**config.mk**
```make
export PLATFORM = sky130hd
export DESIGN_NAME = uart_dma
export DESIGN_NICKNAME = d
export VERILOG_FILES = /design/src/uart_pkg.sv /design/src/mem_if.sv /design/src/baud_gen.sv /design/src/uart_tx_dma.sv /design/src/uart_rx_dma.sv /design/src/mem_arbiter.sv /design/src/uart_dma.sv
export VERILOG_INCLUDE_DIRS = /design/src
export SDC_FILE = /design/constraint.sdc
export NUM_CORES = 1
export LEC_CHECK = 0
export BUFFER_PORTS_ARGS = -buffer_cell sky130_fd_sc_hd__buf_2
export CELL_PAD_IN_SITES_DETAIL_PLACEMENT = 0
export CELL_PAD_IN_SITES_GLOBAL_PLACEMENT = 2
export CORE_UTILIZATION = 35
export CTS_CLUSTER_DIAMETER = 120
export DETAILED_ROUTE_END_ITERATION = 16
export HOLD_SLACK_MARGIN = 0.15
export PLACE_DENSITY = 0.89
export SLEW_MARGIN = 5
export SYNTH_ARGS = -nofsm -noshare
export SYNTH_HDL_FRONTEND = slang
export SYNTH_SLANG_ARGS = --single-unit
```
**constraint.sdc**
```tcl
create_clock -name clk -period 3.02 [get_ports clk]
set_input_delay 0.604 -clock clk [delete_from_list [all_inputs] [get_ports clk]]
set_output_delay 0.604 -clock clk [all_outputs]
set_load 0.05 [all_outputs]
```
**src/uart_cfg.svh**
```systemverilog
`ifndef UART_CFG_SVH
`define UART_CFG_SVH

// Memory address and register data width
`define ADDR_W 32

`define CLK_FREQ 50000000
`define BAUD_RATE 3125000
`define RX_OVERSAMPLE 8

`endif

```
**src/uart_pkg.sv**
```systemverilog
package uart_pkg;

    // Register selects on the reg_sel port
    typedef enum logic [2:0] {
        general_cfg  = 3'd0,
        tx_src_start = 3'd1,
        tx_src_stop  = 3'd2,
        rx_buf_start = 3'd3,
        rx_buf_end   = 3'd4,
        rx_buf_ptr   = 3'd5
    } reg_addr_e;

    // Bit positions inside general_cfg and the rx_buf_ptr write word
    localparam int tx_en_bit      = 1;
    localparam int rx_en_bit      = 2;
    localparam int tx_done_bit    = 3;
    localparam int rx_full_bit    = 4;
    localparam int rx_ptr_rst_bit = 5;

    // Receive engine FSM
    typedef enum logic [2:0] {
        idle,
        start,
        data,
        stop,
        write
    } rx_state_e;

endpackage

```
**src/mem_if.sv**
```systemverilog
`timescale 1ns/1ps
`include "uart_cfg.svh"

// One requester's byte-wide memory access channel
interface mem_if;
    logic               req;
    logic               we;
    logic [`ADDR_W-1:0] addr;
    logic [7:0]         wdata;
    logic [7:0]         rdata;
    logic               ready;

    modport requester (
        output req, we, addr, wdata,
        input  rdata, ready
    );

    modport arbiter (
        input  req, we, addr, wdata,
        output rdata, ready
    );

endinterface

```
**src/baud_gen.sv**
```systemverilog
`timescale 1ns/1ps
`include "uart_cfg.svh"

module baud_gen (
    input  logic clk,
    input  logic rst,
    output logic tx_tick,
    output logic rx_tick
);

    localparam int tx_div = `CLK_FREQ / `BAUD_RATE;
    localparam int rx_div = tx_div / `RX_OVERSAMPLE;
    localparam int tx_w   = $clog2(tx_div);
    localparam int rx_w   = $clog2(rx_div);

    localparam logic [tx_w-1:0] tx_last = tx_w'(tx_div - 1);
    localparam logic [rx_w-1:0] rx_last = rx_w'(rx_div - 1);

    logic [tx_w-1:0] tx_cnt;
    logic [rx_w-1:0] rx_cnt;

    always_ff @(posedge clk) begin
        if (rst) begin
            tx_cnt <= '0;
            rx_cnt <= '0;
        end else begin
            tx_cnt <= (tx_cnt == tx_last) ? '0 : tx_cnt + 1'b1;
            rx_cnt <= (rx_cnt == rx_last) ? '0 : rx_cnt + 1'b1;
        end
    end

    assign tx_tick = (tx_cnt == tx_last);
    assign rx_tick = (rx_cnt == rx_last);

endmodule

```
**src/uart_tx_dma.sv**
```systemverilog
`timescale 1ns/1ps
`include "uart_cfg.svh"

module uart_tx_dma (
    input  logic               clk,
    input  logic               rst,
    input  logic               en,
    input  logic               tick,
    input  logic               ptr_rst,
    input  logic [`ADDR_W-1:0] src_start,
    input  logic [`ADDR_W-1:0] src_stop,
    output logic               done,
    mem_if.requester           mem,
    output logic               tx
);

    typedef enum logic [1:0] {
        tx_idle,
        tx_fetch,
        tx_send
    } tx_state_e;

    tx_state_e          state;
    logic [`ADDR_W-1:0] ptr;
    logic [9:0]         shreg;
    logic [3:0]         bit_cnt;
    logic               last_bit;

    // Stop bit has been on the line for a full bit period
    assign last_bit = (bit_cnt == 4'd10);

    always_ff @(posedge clk) begin
        if (rst) begin
            state   <= tx_idle;
            ptr     <= '0;
            bit_cnt <= '0;
            tx      <= 1'b1;
        end else begin
            case (state)
                tx_idle: begin
                    if (en && (ptr < src_stop)) begin
                        state <= tx_fetch;
                    end
                end
                tx_fetch: begin
                    if (mem.ready) begin
                        state   <= tx_send;
                        bit_cnt <= '0;
                    end
                end
                tx_send: begin
                    if (tick) begin
                        if (last_bit) begin
                            state <= tx_idle;
                            ptr   <= ptr + 1'b1;
                        end else begin
                            tx      <= shreg[0];
                            bit_cnt <= bit_cnt + 1'b1;
                        end
                    end
                end
                default: state <= tx_idle;
            endcase
            if (ptr_rst) begin
                ptr <= src_start;
            end
        end
    end

    // Frame is stop, data LSB first, start; shifted out from bit 0
    always_ff @(posedge clk) begin
        if (state == tx_fetch && mem.ready) begin
            shreg <= {1'b1, mem.rdata, 1'b0};
        end else if (state == tx_send && tick && !last_bit) begin
            shreg <= {1'b1, shreg[9:1]};
        end
    end

    assign done = (ptr == src_stop);

    assign mem.req   = (state == tx_fetch);
    assign mem.we    = 1'b0;
    assign mem.addr  = ptr;
    assign mem.wdata = '0;

endmodule

```
**src/uart_rx_dma.sv**
```systemverilog
`timescale 1ns/1ps
`include "uart_cfg.svh"

module uart_rx_dma
    import uart_pkg::*;
(
    input  logic               clk,
    input  logic               rst,
    input  logic               en,
    input  logic               tick,
    input  logic               ptr_rst,
    input  logic [`ADDR_W-1:0] buf_start,
    input  logic [`ADDR_W-1:0] buf_end,
    output logic               full,
    output logic [`ADDR_W-1:0] ptr,
    mem_if.requester           mem,
    input  logic               rx
);

    localparam int os_w = $clog2(`RX_OVERSAMPLE);

    localparam logic [os_w-1:0] mid_tick  = os_w'(`RX_OVERSAMPLE / 2 - 1);
    localparam logic [os_w-1:0] last_tick = os_w'(`RX_OVERSAMPLE - 1);

    rx_state_e       state;
    logic            rx_meta;
    logic            rx_sync;
    logic            rx_prev;
    logic [os_w-1:0] os_cnt;
    logic [2:0]      bit_idx;
    logic [7:0]      shreg;
    logic            sample;

    // Middle of the start bit, then one bit period later for every following bit
    assign sample = tick && (os_cnt == ((state == start) ? mid_tick : last_tick));

    always_ff @(posedge clk) begin
        if (rst) begin
            rx_meta <= 1'b1;
            rx_sync <= 1'b1;
            rx_prev <= 1'b1;
        end else begin
            rx_meta <= rx;
            rx_sync <= rx_meta;
            rx_prev <= rx_sync;
        end
    end

    always_ff @(posedge clk) begin
        if (rst) begin
            state   <= idle;
            os_cnt  <= '0;
            bit_idx <= '0;
            ptr     <= '0;
            full    <= 1'b0;
        end else begin
            if (tick) begin
                os_cnt <= sample ? '0 : os_cnt + 1'b1;
            end
            case (state)
                idle: begin
                    os_cnt <= '0;
                    if (en && rx_prev && !rx_sync) begin
                        state <= start;
                    end
                end
                start: begin
                    if (sample) begin
                        // A high line at mid start bit was only a glitch
                        state   <= rx_sync ? idle : data;
                        bit_idx <= '0;
                    end
                end
                data: begin
                    if (sample) begin
                        if (bit_idx == 3'd7) begin
                            state <= stop;
                        end
                        bit_idx <= bit_idx + 1'b1;
                    end
                end
                stop: begin
                    if (sample) begin
                        state <= (rx_sync && !full) ? write : idle;
                    end
                end
                write: begin
                    if (mem.ready) begin
                        state <= idle;
                        ptr   <= ptr + 1'b1;
                        if (ptr + 1'b1 == buf_end) begin
                            full <= 1'b1;
                        end
                    end
                end
                default: state <= idle;
            endcase
            if (ptr_rst) begin
                ptr  <= buf_start;
                full <= 1'b0;
            end
        end
    end

    always_ff @(posedge clk) begin
        if (state == data && sample) begin
            shreg <= {rx_sync, shreg[7:1]};
        end
    end

    assign mem.req   = (state == write);
    assign mem.we    = 1'b1;
    assign mem.addr  = ptr;
    assign mem.wdata = shreg;

endmodule

```
**src/mem_arbiter.sv**
```systemverilog
`timescale 1ns/1ps
`include "uart_cfg.svh"

module mem_arbiter (
    input  logic               clk,
    input  logic               rst,
    mem_if.arbiter             tx_bus,
    mem_if.arbiter             rx_bus,
    output logic               mem_req,
    output logic               mem_we,
    output logic [`ADDR_W-1:0] mem_addr,
    output logic [7:0]         mem_wdata,
    input  logic [7:0]         mem_rdata,
    input  logic               mem_ready
);

    typedef enum logic [1:0] {
        grant_none,
        grant_rx,
        grant_tx
    } grant_e;

    grant_e grant;

    // Receive wins a tie, the grant holds until the access completes
    always_ff @(posedge clk) begin
        if (rst) begin
            grant <= grant_none;
        end else begin
            case (grant)
                grant_none: begin
                    if (rx_bus.req) begin
                        grant <= grant_rx;
                    end else if (tx_bus.req) begin
                        grant <= grant_tx;
                    end
                end
                default: begin
                    if (mem_ready) begin
                        grant <= grant_none;
                    end
                end
            endcase
        end
    end

    assign mem_req   = (grant != grant_none);
    assign mem_we    = (grant == grant_rx) ? rx_bus.we : tx_bus.we;
    assign mem_addr  = (grant == grant_rx) ? rx_bus.addr : tx_bus.addr;
    assign mem_wdata = (grant == grant_rx) ? rx_bus.wdata : tx_bus.wdata;

    assign rx_bus.ready = (grant == grant_rx) && mem_ready;
    assign tx_bus.ready = (grant == grant_tx) && mem_ready;
    assign rx_bus.rdata = mem_rdata;
    assign tx_bus.rdata = mem_rdata;

endmodule

```
**src/uart_dma.sv**
```systemverilog
`timescale 1ns/1ps
`include "uart_cfg.svh"

module uart_dma
    import uart_pkg::*;
(
    input  logic               clk,
    input  logic               rst,
    input  logic               reg_req,
    input  logic               reg_we,
    input  logic [2:0]         reg_sel,
    input  logic [`ADDR_W-1:0] reg_wdata,
    output logic [`ADDR_W-1:0] reg_rdata,
    output logic               reg_ready,
    output logic               mem_req,
    output logic               mem_we,
    output logic [`ADDR_W-1:0] mem_addr,
    output logic [7:0]         mem_wdata,
    input  logic [7:0]         mem_rdata,
    input  logic               mem_ready,
    input  logic               rx,
    output logic               tx
);

    logic               tx_en;
    logic               rx_en;
    logic [`ADDR_W-1:0] tx_start_reg;
    logic [`ADDR_W-1:0] tx_stop_reg;
    logic [`ADDR_W-1:0] rx_start_reg;
    logic [`ADDR_W-1:0] rx_end_reg;
    logic [`ADDR_W-1:0] rx_ptr;
    logic [`ADDR_W-1:0] cfg_word;
    logic               tx_done;
    logic               rx_full;
    logic               tx_ptr_rst;
    logic               rx_ptr_rst;
    logic               tx_tick;
    logic               rx_tick;

    mem_if tx_bus ();
    mem_if rx_bus ();

    always_comb begin
        cfg_word              = '0;
        cfg_word[tx_en_bit]   = tx_en;
        cfg_word[rx_en_bit]   = rx_en;
        cfg_word[tx_done_bit] = tx_done;
        cfg_word[rx_full_bit] = rx_full;
    end

    assign rx_ptr_rst = reg_req && reg_we && (reg_sel == rx_buf_ptr) &&
                        reg_wdata[rx_ptr_rst_bit];

    always_ff @(posedge clk) begin
        if (rst) begin
            tx_en        <= 1'b0;
            rx_en        <= 1'b0;
            tx_start_reg <= '0;
            tx_stop_reg  <= '0;
            rx_start_reg <= '0;
            rx_end_reg   <= '0;
            reg_rdata    <= '0;
            reg_ready    <= 1'b0;
            tx_ptr_rst   <= 1'b0;
        end else begin
            reg_ready  <= reg_req;
            // One cycle late so the engine loads the start value just written
            tx_ptr_rst <= reg_req && reg_we && (reg_sel == tx_src_start);
            if (reg_req) begin
                case (reg_addr_e'(reg_sel))
                    general_cfg: begin
                        reg_rdata <= cfg_word;
                        if (reg_we) begin
                            tx_en <= reg_wdata[tx_en_bit];
                            rx_en <= reg_wdata[rx_en_bit];
                        end
                    end
                    tx_src_start: begin
                        reg_rdata <= tx_start_reg;
                        if (reg_we) begin
                            tx_start_reg <= reg_wdata;
                        end
                    end
                    tx_src_stop: begin
                        reg_rdata <= tx_stop_reg;
                        if (reg_we) begin
                            tx_stop_reg <= reg_wdata;
                        end
                    end
                    rx_buf_start: begin
                        reg_rdata <= rx_start_reg;
                        if (reg_we) begin
                            rx_start_reg <= reg_wdata;
                        end
                    end
                    rx_buf_end: begin
                        reg_rdata <= rx_end_reg;
                        if (reg_we) begin
                            rx_end_reg <= reg_wdata;
                        end
                    end
                    rx_buf_ptr: reg_rdata <= rx_ptr;
                    default:    reg_rdata <= '0;
                endcase
            end
        end
    end

    baud_gen u_baud (
        .clk     (clk),
        .rst     (rst),
        .tx_tick (tx_tick),
        .rx_tick (rx_tick)
    );

    uart_tx_dma u_tx (
        .clk       (clk),
        .rst       (rst),
        .en        (tx_en),
        .tick      (tx_tick),
        .ptr_rst   (tx_ptr_rst),
        .src_start (tx_start_reg),
        .src_stop  (tx_stop_reg),
        .done      (tx_done),
        .mem       (tx_bus),
        .tx        (tx)
    );

    uart_rx_dma u_rx (
        .clk       (clk),
        .rst       (rst),
        .en        (rx_en),
        .tick      (rx_tick),
        .ptr_rst   (rx_ptr_rst),
        .buf_start (rx_start_reg),
        .buf_end   (rx_end_reg),
        .full      (rx_full),
        .ptr       (rx_ptr),
        .mem       (rx_bus),
        .rx        (rx)
    );

    mem_arbiter u_arb (
        .clk       (clk),
        .rst       (rst),
        .tx_bus    (tx_bus),
        .rx_bus    (rx_bus),
        .mem_req   (mem_req),
        .mem_we    (mem_we),
        .mem_addr  (mem_addr),
        .mem_wdata (mem_wdata),
        .mem_rdata (mem_rdata),
        .mem_ready (mem_ready)
    );

endmodule

```
Word-level counts from Yosys, hierarchy flattened
Index checks and enable logic that the tools add are counted.
W data, S select, Z words.
{"block": "totals", "output_inout_bits": 76, "reg_bits": 272, "in_bits": 49}
{"block": "classes", "n_reduce_logical": 50, "n_bitwise": 1, "magnitude_cmp": 1, "n_mux": 40, "n_eq_ne": 31, "add_sub_neg": 7}
{"cell": "$mux W32", "n": 8}
{"cell": "$pmux W32 S6", "n": 1}
{"cell": "$add A32 B1 Y32 const B", "n": 2}
{"cell": "$eq A32 B32 Y1", "n": 2}
{"cell": "$mux W3", "n": 11}
{"cell": "$lt A32 B32 Y1", "n": 1}
{"cell": "$reduce_and A3 Y1", "n": 9}
{"cell": "$ne A2 B1 Y1 const B", "n": 10}
{"cell": "$reduce_bool A2 Y1", "n": 10}
{"cell": "$mux W2", "n": 9}
{"cell": "$mux W9", "n": 2}
{"cell": "$logic_and A1 B1 Y1", "n": 15}
{"cell": "$pmux W3 S5", "n": 1}
{"cell": "$eq A3 B2 Y1 const B", "n": 4}
{"cell": "$eq A3 B3 Y1 const B", "n": 4}
{"cell": "$mux W4", "n": 3}
{"cell": "$add A4 B1 Y4 const B", "n": 2}
{"cell": "$eq A4 B4 Y1 const B", "n": 2}
{"cell": "$mux W8", "n": 1}
{"cell": "$pmux W4 S2", "n": 1}
{"cell": "$reduce_and A4 Y1", "n": 2}
{"cell": "$reduce_or A2 Y1", "n": 4}
{"cell": "$add A3 B1 Y3 const B", "n": 2}
{"cell": "$eq A3 B1 Y1 const B", "n": 2}
{"cell": "other kinds (15)", "n": 22}

Longest topological paths before layout
Gate-level depths: netlist of the first run.
{"block": "logic_depth", "ltp_word": 6, "ltp_mapped": 9, "ltp_nobuf": 9}

Cells and area by module
Synthesis of the first run repeated with hierarchy kept, for this count alone.
{"block": "unflattened", "hier_cells": 1844, "hier_area_um2": 15442.3}
{"mod": "uart_dma", "area_per_inst_um2": 6939.2, "seq_area_each_um2": 3283.1, "cells_per_inst": 854, "instances": 1}
{"mod": "uart_rx_dma", "area_per_inst_um2": 3911.3, "seq_area_each_um2": 1141.1, "cells_per_inst": 488, "instances": 1}
{"mod": "uart_tx_dma", "area_per_inst_um2": 3463.3, "seq_area_each_um2": 1041.0, "cells_per_inst": 411, "instances": 1}
{"mod": "mem_arbiter", "area_per_inst_um2": 938.4, "seq_area_each_um2": 40.0, "cells_per_inst": 74, "instances": 1}
{"mod": "baud_gen", "area_per_inst_um2": 190.2, "seq_area_each_um2": 100.1, "cells_per_inst": 17, "instances": 1}

Worst setup path before layout of the first run
No wires, ideal clock.
{"block": "synth_path", "path_kind": "register to output", "startpoint": "register u_arb.grant[1]", "endpoint": "output mem_addr[0]", "path_slack_ps": 387, "stages_incl_launch_ff": 6, "t_required_ps": 2416, "arrival_ps": 2029, "cell_sequence": "dfxtp_1 > nand2b_1 > clkbuf_1 > inv_1 > clkbuf_1 > o21ai_0"}
{"block": "synth_via", "elab_chain_cells": 2}
{"item": "start: declaration", "line_no": "mem_arbiter.sv:23", "text": "grant_e grant;"}
{"item": "start signal: assignment", "line_no": "mem_arbiter.sv:28", "text": "grant <= grant_none;"}
{"item": "start signal: assignment", "line_no": "mem_arbiter.sv:33", "text": "grant <= grant_rx;"}
{"item": "start signal: assignment", "line_no": "mem_arbiter.sv:35", "text": "grant <= grant_tx;"}
{"item": "$eq A2 B1 Y1", "line_no": "mem_arbiter.sv:49", "text": "assign mem_addr = (grant == grant_rx) ? rx_bus.addr : tx_bus.addr;"}
{"item": "$mux W32", "line_no": "mem_arbiter.sv:49"}
{"item": "end: declaration", "line_no": "uart_dma.sv:17", "text": "output logic [`ADDR_W-1:0] mem_addr,"}
Every way passes these cells.

Worst setup path in the final report of the first run
Ends and elaborated chain as after synthesis.

==> metrics.txt, run 1 <==
# nets final=2,053; RSZ-0062 raised after global routing=false; ranking of synthesized cells by area=dfxtp_1 (35%), nand2_1 (11%), a21oi_1 (6.7%); class of the worst hold path=in2reg; Worst Setup Start Kind=register; cts repair resizes=2; Clock Power Share=50.6%; ANT nets after route=0; CP max stage delay=370 ps; Post-Syn Area per Cell=7.70 µm²; Gate power share=6.1%; Die H=205 µm; 1st-pass router iterations=5; total vias in the final route=13,800; post-DP HPWL=36,800 µm; GR peak layer=met2; Worst Tran Pin Value=908 ps; top-count cell post-synth=nand2_1; largest net degree at the start of global routing=187; CP startpoint=u_arb.grant[1]; cts hold-fix bufs=0; Fin Hold WS=264 ps; maximum fanout along the worst path=10; status=finished, final reports clean; flops & latches, synth=272; worst IR drop on VDD=0.372 mV; IO Port Bufs=124; Mapped Cells=1,882; Commonest cells post-synth=nand2_1 (437), dfxtp_1 (256), a21oi_1 (194); min Tclk post-route=2910 ps; final setup vio count=0; LEAKAGE=0.00636 µW; Final Slew Violations=0; CP Data Required Time=2420 ps; Synth area leader=dfxtp_1; slowest CP cell=dfxtp_1; r2r setup slk=120 ps; Ant. Diodes=0; Root Driver=clkbuf_16; Worst-Skew Late Latency=530 ps; Die ar.=0.0422 mm²; MaxCap Viol Count=0; top cell type's share of synthesized area=35.4%; share of cells above drive strength 1=14.2%; Setup TNS Final=0 ps; H-tree levels=2; gr ovfl total=0; first-pass GRT wire length=79,800 µm; Synth Flop Type=dfxtp_1; CTS tree=done; average wire per standard cell=20.9 µm; Synth Warn #=0; Final Hold Fails=0; R2R Path Start=u_rx.mem.addr[0]; worst r2r path cells=8; vias in the first global route=13,100; synthesized cell area=0.0145 mm²; GP Congestion=0.927; CTS buffer count=34; critical path capture point type=primary output; starting DRC count in detailed routing=1,158; Net Switching=2080 µW; total track usage=25.0%; grt met1 use=34.3%; CTS clock-pin slew for the worst setup and hold paths=60 ps; Final Total Pwr=8590 µW; period utilisation layout=96.4%; Via density=5.47; Seq pwr share=43.2%; Rows=74; total routed wirelength=52,800 µm; total setup buffers inserted after CTS=0; sw frac=24.2%; EDFF count, synth=16; DR DRC count=0; met2 Track Usage GR=39.8%; critical path, cell by cell=nand2b_1, clkinvlp_4, buf_4, o21ai_0, buf_2; I/O pin cnt=125; Peak Freq=344 MHz; Critical Path AT=2310 ps; Pint=6510 µW; Starting Density=35.5%; initial antenna violation count=0; Synth Net Count=1,971; post-synthesis sequential area ratio=38.7%; Post-synth ARST share=0%; CP Class=reg2out; Worst Hold Depth=2; Slew headroom=39.5%; met3 usage=3.82%; die extent in x=205 µm; Clock Path Buffers=3; Power Dens Cells=507 mW/mm²; synth-to-layout area growth=17.1%; core area=0.0408 mm²; TritonCTS sink count=272; Layout fillers=4,170; clock skew=17.4 ps; Synth cell types=66; Worst Min Path Start=rx
## worst paths after layout
check	end
max	mem_addr[0]
max reg2reg	u_rx.full
min	u_rx.rx_meta
min reg2reg	u_rx.rx_sync
## critical path, delay by kind of cell, from the launching register on
family | cells | cell delay, ps
simple gates | 1 | 190
buf+inv | 3 | 920
flops | 1 | 370
compound gates | 1 | 300
## layout by cell type, fill, tap and decap left out, types with 9 or more instances in the layout
| master | instances |
|---|---|
| clkbuf_16 | 37 |
| o21ai_0 | 47 |
| nor2b_1 | 44 |
| clkbuf_8 | 9 |
| or3_1 | 10 |
| edfxtp_1 | 16 |
| and2_1 | 12 |
| o221ai_1 | 25 |
| mux2i_1 | 49 |
| a21oi_1 | 194 |
| nand4_1 | 30 |
| inv_1 | 51 |
| a22oi_1 | 28 |
| nor4_1 | 13 |
| dfxtp_1 | 255 |
| xor2_1 | 43 |
| buf_2 | 123 |
| a21o_1 | 12 |
| a211oi_1 | 36 |
| ha_1 | 40 |
| xnor2_1 | 60 |
| buf_4 | 68 |
| or2_2 | 10 |
| and3_1 | 9 |
| nor2_1 | 139 |
| nor3_1 | 37 |
| nand3_1 | 31 |
| nand2_1 | 437 |
## logic make-up after synthesis
group,count (synthesis),synth area share (%)
flops,272,38.7
fa+ha+maj,40,3.46
xor+xnor,104,6.34
compound gates,391,16.6
mux,52,3.62
buf+inv,201,5.56
simple gates,822,25.7
## final cells by class
cell class	count	area, µm²	area share (%)
clock buffers	50	1050	6.22
well taps	532	666	3.92
repair buffers	195	1200	7.07
inverters	52	199	1.17
clock inverters	11	144	0.848
multi-input cells	1409	8090	47.7
flip-flops and latches	272	5610	33.1
## layer usage
layer	wire [µm]	share of wire [%]
met1	23600	45
met2	23800	45
met3	3830	7.2
met4	1580	3.0
met5	0	0
## power groups by stage
stage,clock network [µW],logic (µW),registers [µW]
3_3_place_gp,0,518,3790
5_1_grt,4580,565,3720
2_1_floorplan,0,281,3800
4_1_cts,4440,524,3710
3_5_place_dp,0,523,3790
6_report,4350,527,3710
## stage by stage
| stage | util [%] | worst slack, ps | instances | area, µm² |
|---|---|---|---|---|
| 6_report | 41.5 | 109 | 2521 | 17000 |
| 5_1_grt | 41.5 | 0.471 | 2521 | 17000 |
| 4_1_cts | 41.5 | 99.6 | 2521 | 17000 |
| 3_5_place_dp | 38.6 | 199 | 2460 | 15800 |
| 3_3_place_gp | 38.6 | 226 | 2460 | 15800 |
| 2_1_floorplan | - | 387 | 1882 | 14500 |
Power figures use the tool's default switching activity.
==> inputs of run 2 (changes only) <==
--- a/config.mk
+++ b/config.mk
@@ -9,6 +9,7 @@
 export BUFFER_PORTS_ARGS = -buffer_cell sky130_fd_sc_hd__buf_2
 export CELL_PAD_IN_SITES_DETAIL_PLACEMENT = 0
 export CELL_PAD_IN_SITES_GLOBAL_PLACEMENT = 2
+export CORE_ASPECT_RATIO = 1.5
 export CORE_UTILIZATION = 35
 export CTS_CLUSTER_DIAMETER = 120
 export DETAILED_ROUTE_END_ITERATION = 16
==> run 2 against run 1 <==
Clock power down 15%. Register-to-register slack barely moved. Largest power group is now registers. Routed wire length increased by 6.7%. Critical path depth rose by 3. Power is 7.5% lower.
==> metrics.txt, run 2 (synthesis gave the netlist of run 1 again) <==
Critical Path AT=3370 ps (was 2310 ps); Root Driver=clkbuf_16 (unchanged); final setup vio count=0 (unchanged); Via density=5.54 (was 5.47); Worst Tran Pin Value=826 ps (was 908 ps); Setup crit end=u_rx.full (was mem_addr[0]); CP Class=reg2reg (was reg2out); maximum fanout along the worst path=7 (was 10); critical path capture point type=register (was primary output); met2 Track Usage GR=48.2% (was 39.8%); total setup buffers inserted after CTS=0 (unchanged); fin cells=2,486 (was 2,521); die extent in x=168 µm (was 205 µm); CTS buffer count=30 (was 34); gr ovfl total=0 (unchanged); CTS tree=done (unchanged); Peak Freq=346 MHz (was 344 MHz); ANT nets after route=0 (unchanged); CP Data Required Time=3500 ps (was 2420 ps); Die ar.=0.0422 mm² (about the same); cts repair resizes=0 (was 2); Final Hold Fails=0 (unchanged); Slew headroom=44.9% (was 39.5%); average wire per standard cell=22.7 µm (was 20.9 µm); Ant. Diodes=0 (unchanged); LEAKAGE=0.00628 µW (was 0.00636 µW); Fin Hold WS=217 ps (was 264 ps); Starting Density=35.7% (was 35.5%); # nets final=2,048 (was 2,053); Setup TNS Final=0 ps (unchanged); TritonCTS sink count=272 (unchanged); cts hold-fix bufs=0 (unchanged); RSZ-0062 raised after global routing=false (unchanged); post-DP HPWL=41,300 µm (was 36,800 µm); 1st-pass router iterations=7 (was 5); total track usage=26.5% (was 25.0%); GP Congestion=0.935 (was 0.927); Die H=251 µm (was 205 µm); Final Slew Violations=0 (unchanged); worst IR drop on VDD=0.471 mV (was 0.372 mV); Rows=90 (was 74); initial antenna violation count=0 (unchanged); met3 usage=2.52% (was 3.82%); Post-DP Area=0.0158 mm² (about the same); core area=0.0405 mm² (was 0.0408 mm²); class of the worst hold path=in2reg (unchanged); r2r setup slk=130 ps (was 120 ps); commonest non-fill, non-tap cell in the layout=nand2_1 (unchanged); CP startpoint=u_rx.mem.addr[0] (was u_arb.grant[1]); Final Cell Area=0.0167 mm² (was 0.0170 mm²); Power Dens Cells=475 mW/mm² (was 507 mW/mm²); MaxCap Viol Count=0 (unchanged); Final Total Pwr=7950 µW (was 8590 µW); I/O pin cnt=125 (unchanged); H-tree levels=1 (was 2); Worst-Skew Late Latency=580 ps (was 530 ps); cell count after placement=2,433 (was 2,460); status=finished, final reports clean (unchanged); Layout fillers=4,240 (was 4,170); IO Port Bufs=124 (unchanged); R2R Path Start=u_rx.mem.addr[0] (unchanged); RR Endpoint=u_rx.full (unchanged); largest net degree at the start of global routing=160 (was 187); register area=0.00561 mm² (unchanged); vias in the first global route=13,200 (was 13,100); CTS clock-pin slew for the worst setup and hold paths=70 ps (was 60 ps); Worst Hold Depth=2 (unchanged); DR DRC count=0 (unchanged); worst r2r path cells=8 (unchanged); multi-input combinational cell area=0.00810 mm² (was 0.00809 mm²); total vias in the final route=13,800 (about the same); starting DRC count in detailed routing=900 (was 1,158); clock skew=11.3 ps (was 17.4 ps); Worst Setup Start Kind=register (unchanged); grt met1 use=30.3% (was 34.3%); first-pass GRT wire length=84,200 µm (was 79,800 µm); period utilisation layout=95.6% (was 96.4%); share of cells above drive strength 1=13.8% (was 14.2%); most frequent cells in the layout=nand2_1 (437), dfxtp_1 (255), a21oi_1 (194) (unchanged); synth-to-layout area growth=15.6% (was 17.1%); GR peak layer=met2 (unchanged); total routed wirelength=56,300 µm (was 52,800 µm); Clock Path Buffers=3 (unchanged); min Tclk post-route=2890 ps (was 2910 ps)
-- run 2: cell count changes in the layout (fill, tap and decap cells not counted), moves of 2 or more --
cell	change
clkinv_2	+6
clkbuf_8	-6
clkbuf_16	-5
buf_4	-4
buf_12	+3
clkbuf_1	-2
clkinv_1	+2
clkinvlp_4	-3
-- run 2: critical path, cell delays in order (launching register included) --
cell and delay, ps:
dfxtp_1 480, ha_1 300, nand3_2 110, or3_1 460
xnor2_1 180, or4_1 570, nor4_2 350, nand4_1 130
o31ai_1 200
-- run 2: power by group --
group | internal (µW) | leakage, µW | switching [µW]
logic | 161 | 0.00360 | 360
registers | 3670 | 0.00220 | 59.3
clock network | 2130 | 0.000483 | 1570
total | 5950 | 0.00628 | 1990
-- run 2: how the worst min path moves through the flow --
stage,startpoint,endpoint,slack [ps]
3_5_place_dp,u_rx.rx_meta,u_rx.rx_sync,420
2_1_floorplan,u_rx.rx_meta,u_rx.rx_sync,390
3_3_place_gp,u_rx.rx_meta,u_rx.rx_sync,420
5_1_grt,rx,u_rx.rx_meta,220
4_1_cts,rx,u_rx.rx_meta,190
6_report,rx,u_rx.rx_meta,220
-- run 2: final cells by class --
class / count / area share, %
Timing Repair Buffer: 194 / 7.35
Inverter: 52 / 1.17
Multi-Input combinational cell: 1409 / 48.4
Sequential cell: 272 / 33.5
Tap cell: 506 / 3.78
Clock inverter: 16 / 0.815
Clock buffer: 37 / 5.01
-- run 2: routing by layer --
layer | part of all wire, % | wire (µm)
met1 | 39 | 21800
met2 | 50 | 28400
met3 | 4.6 | 2610
met4 | 6.2 | 3510
met5 | 0 | 0
-- run 2: stage by stage --
step                      setup WS, ps  utilization, %
after CTS                          169            41.3
final                              132            41.3
after floorplan                    387               -
after global placement             238            38.9
after detailed placement           202            38.9
after global routing              3.95            41.3
==> inputs of run 3 (changes only) <==
--- a/config.mk
+++ b/config.mk
@@ -10,6 +10,7 @@
 export CELL_PAD_IN_SITES_DETAIL_PLACEMENT = 0
 export CELL_PAD_IN_SITES_GLOBAL_PLACEMENT = 2
 export CORE_ASPECT_RATIO = 1.5
+export CORE_MARGIN = 2
 export CORE_UTILIZATION = 35
 export CTS_CLUSTER_DIAMETER = 120
 export DETAILED_ROUTE_END_ITERATION = 16
==> run 3 against run 2 <==
Global-route usage shrank 0.77 points. Worst hold slack gained 4.8 ps. Cell count grew 0.32%. Routed wire length shrank 0.41%. Via count is essentially flat. Register-to-register slack gained 40 ps. First-iteration DRC count grew 26%. Setup slack lost 78 ps. Final area grew 0.84%. Fmax shrank 2.6%. Largest power group is now clock. Clock power grew 8.6%.
==> metrics.txt, run 3 (synthesis gave the netlist of run 1 again) <==
GR peak layer=met2 (unchanged); ANT nets after route=0 (unchanged); largest net degree at the start of global routing=156 (was 160); slowest CP cell=dfxtp_1 (was or4_1); total routed wirelength=56,100 µm (was 56,300 µm); Power Dens Cells=489 mW/mm² (was 475 mW/mm²); sw frac=24.4% (was 25.1%); RSZ-0062 raised after global routing=false (unchanged); Worst Min Path Start=rx (unchanged); RR Endpoint=u_rx.full (unchanged); die extent in x=170 µm (was 168 µm); worst IR drop on VDD=0.404 mV (was 0.471 mV); most frequent cells in the layout=nand2_1 (437), dfxtp_1 (255), a21oi_1 (194) (unchanged); Worst-Skew Late Latency=580 ps (about the same); Clock Path Buffers=3 (unchanged); met3 usage=3.22% (was 2.52%); CTS clock-pin slew for the worst setup and hold paths=60 ps (was 70 ps); # nets final=2,050 (was 2,048); worst r2r path cells=8 (unchanged); period utilisation layout=98.2% (was 95.6%); H-tree levels=1 (unchanged); total vias in the final route=13,800 (about the same); Rows=91 (was 90); Die H=253 µm (was 251 µm); share of cells above drive strength 1=14.0% (was 13.8%); WHS Endpoint=u_rx.rx_meta (unchanged); DR DRC count=0 (unchanged); CTS tree=done (unchanged); critical path, cell by cell=nand2b_1, clkinvlp_4, buf_12, nand2_1, o21ai_1, buf_4 (was ha_1, nand3_2, or3_1, xnor2_1, or4_1, nor4_2, nand4_1, o31ai_1); register area=0.00561 mm² (unchanged); CTS buffer count=29 (was 30); Root Driver=clkbuf_16 (unchanged); Layout fillers=4,236 (was 4,240); Worst Tran Pin Value=1020 ps (was 826 ps); final setup vio count=0 (unchanged); r2r setup slk=170 ps (was 130 ps); IO Port Bufs=124 (unchanged); cts repair resizes=4 (was 0); Slew headroom=31.9% (was 44.9%); Die ar.=0.0431 mm² (was 0.0422 mm²); min Tclk post-route=2970 ps (was 2890 ps); delay-heaviest family, CP=buffers and inverters (was simple AND/OR/NAND/NOR gates); Worst Setup Start Kind=register (unchanged); multi-input combinational cell area=0.00810 mm² (unchanged); clock skew=16.1 ps (was 11.3 ps); Buf/Inv on CP=3 (was 0); 1st-pass router iterations=6 (was 7); Final Total Pwr=8260 µW (was 7950 µW); post-DP HPWL=40,800 µm (was 41,300 µm); initial antenna violation count=0 (unchanged); Setup TNS Final=0 ps (unchanged); CP Data Required Time=2420 ps (was 3500 ps); I/O pin cnt=125 (unchanged); gr ovfl total=0 (unchanged); vias in the first global route=13,200 (about the same); starting DRC count in detailed routing=1,137 (was 900); Ant. Diodes=0 (unchanged); Seq pwr share=45.0% (was 46.9%); critical path capture point type=primary output (was register); core area=0.0410 mm² (was 0.0405 mm²); commonest non-fill, non-tap cell in the layout=nand2_1 (unchanged); total track usage=25.7% (was 26.5%); cts hold-fix bufs=0 (unchanged); Final Slew Violations=0 (unchanged); Critical Path AT=2360 ps (was 3370 ps); total setup buffers inserted after CTS=0 (unchanged); Clock Power Share=48.6% (was 46.6%); average wire per standard cell=22.5 µm (was 22.7 µm); Peak Freq=337 MHz (was 346 MHz); class of the worst hold path=in2reg (unchanged); Starting Density=35.3% (was 35.7%); Worst Hold Depth=2 (unchanged); R2R Path Start=u_rx.mem.addr[1] (was u_rx.mem.addr[0]); Gate power share=6.4% (was 6.6%); grt met1 use=29.8% (was 30.3%); met2 Track Usage GR=46.5% (was 48.2%); maximum fanout along the worst path=25 (was 7); Final Hold Fails=0 (unchanged); MaxCap Viol Count=0 (unchanged); Pint=6240 µW (was 5950 µW); Via density=5.53 (was 5.54); GP Congestion=0.927 (was 0.935); CP max stage delay=400 ps (was 570 ps); TritonCTS sink count=272 (unchanged); synth-to-layout area growth=16.5% (was 15.6%); LEAKAGE=0.00634 µW (was 0.00628 µW); status=finished, final reports clean (unchanged); Worst path depth=6 (was 8); Fin Hold WS=221 ps (was 217 ps); first-pass GRT wire length=83,300 µm (was 84,200 µm); Net Switching=2020 µW (was 1990 µW); CP Class=reg2out (was reg2reg)
==> run 3: layout make-up <==
type                       count  share of cell area, %
clock buffer                  36                   4.82
clock inverter                17                   1.45
inverter                      52                   1.18
multi-input combinational   1409                   48.0
sequential                   272                   33.2
tap                          511                   3.79
timing repair buffer         197                   7.58
==> run 3: per-stage QoR <==
stage / setup WS, ps / util (%) / instances / area (µm²)
2_1_floorplan: 387 / - / 1882 / 14500
3_3_place_gp: 314 / 38.6 / 2441 / 15800
3_5_place_dp: 209 / 38.6 / 2441 / 15800
4_1_cts: 21.9 / 41.2 / 2494 / 16900
5_1_grt: 0.510 / 41.2 / 2494 / 16900
6_report: 53.0 / 41.2 / 2494 / 16900
==> run 3: per-layer routing <==
metal / routed length [µm] / part of all wire [%] / vias up
li1: - / - / 6573
met1: 21700 / 39 / 6524
met2: 28400 / 51 / 534
met3: 2950 / 5.3 / 150
met4: 3060 / 5.5 / 0
met5: 0 / 0 / -
==> run 3: worst max-delay path by stage <==
stage,start,end,slack (ps)
finish,u_arb.grant[1],mem_addr[12],50
global route,u_arb.grant[1],mem_addr[9],0.5
CTS,u_arb.grant[1],mem_addr[12],20
detailed placement,u_rx.mem.addr[1],u_rx.full,210
global placement,u_rx.mem.addr[3],u_rx.full,310
floorplan,u_arb.grant[1],mem_addr[0],390
==> run 3: power groups by stage <==
stage	clock, µW	sequential, µW	combinational (µW)
after floorplan	0	3800	281
after global placement	0	3790	521
after detailed placement	0	3800	524
after CTS	4080	3720	525
after global routing	4210	3720	563
final	4020	3720	528
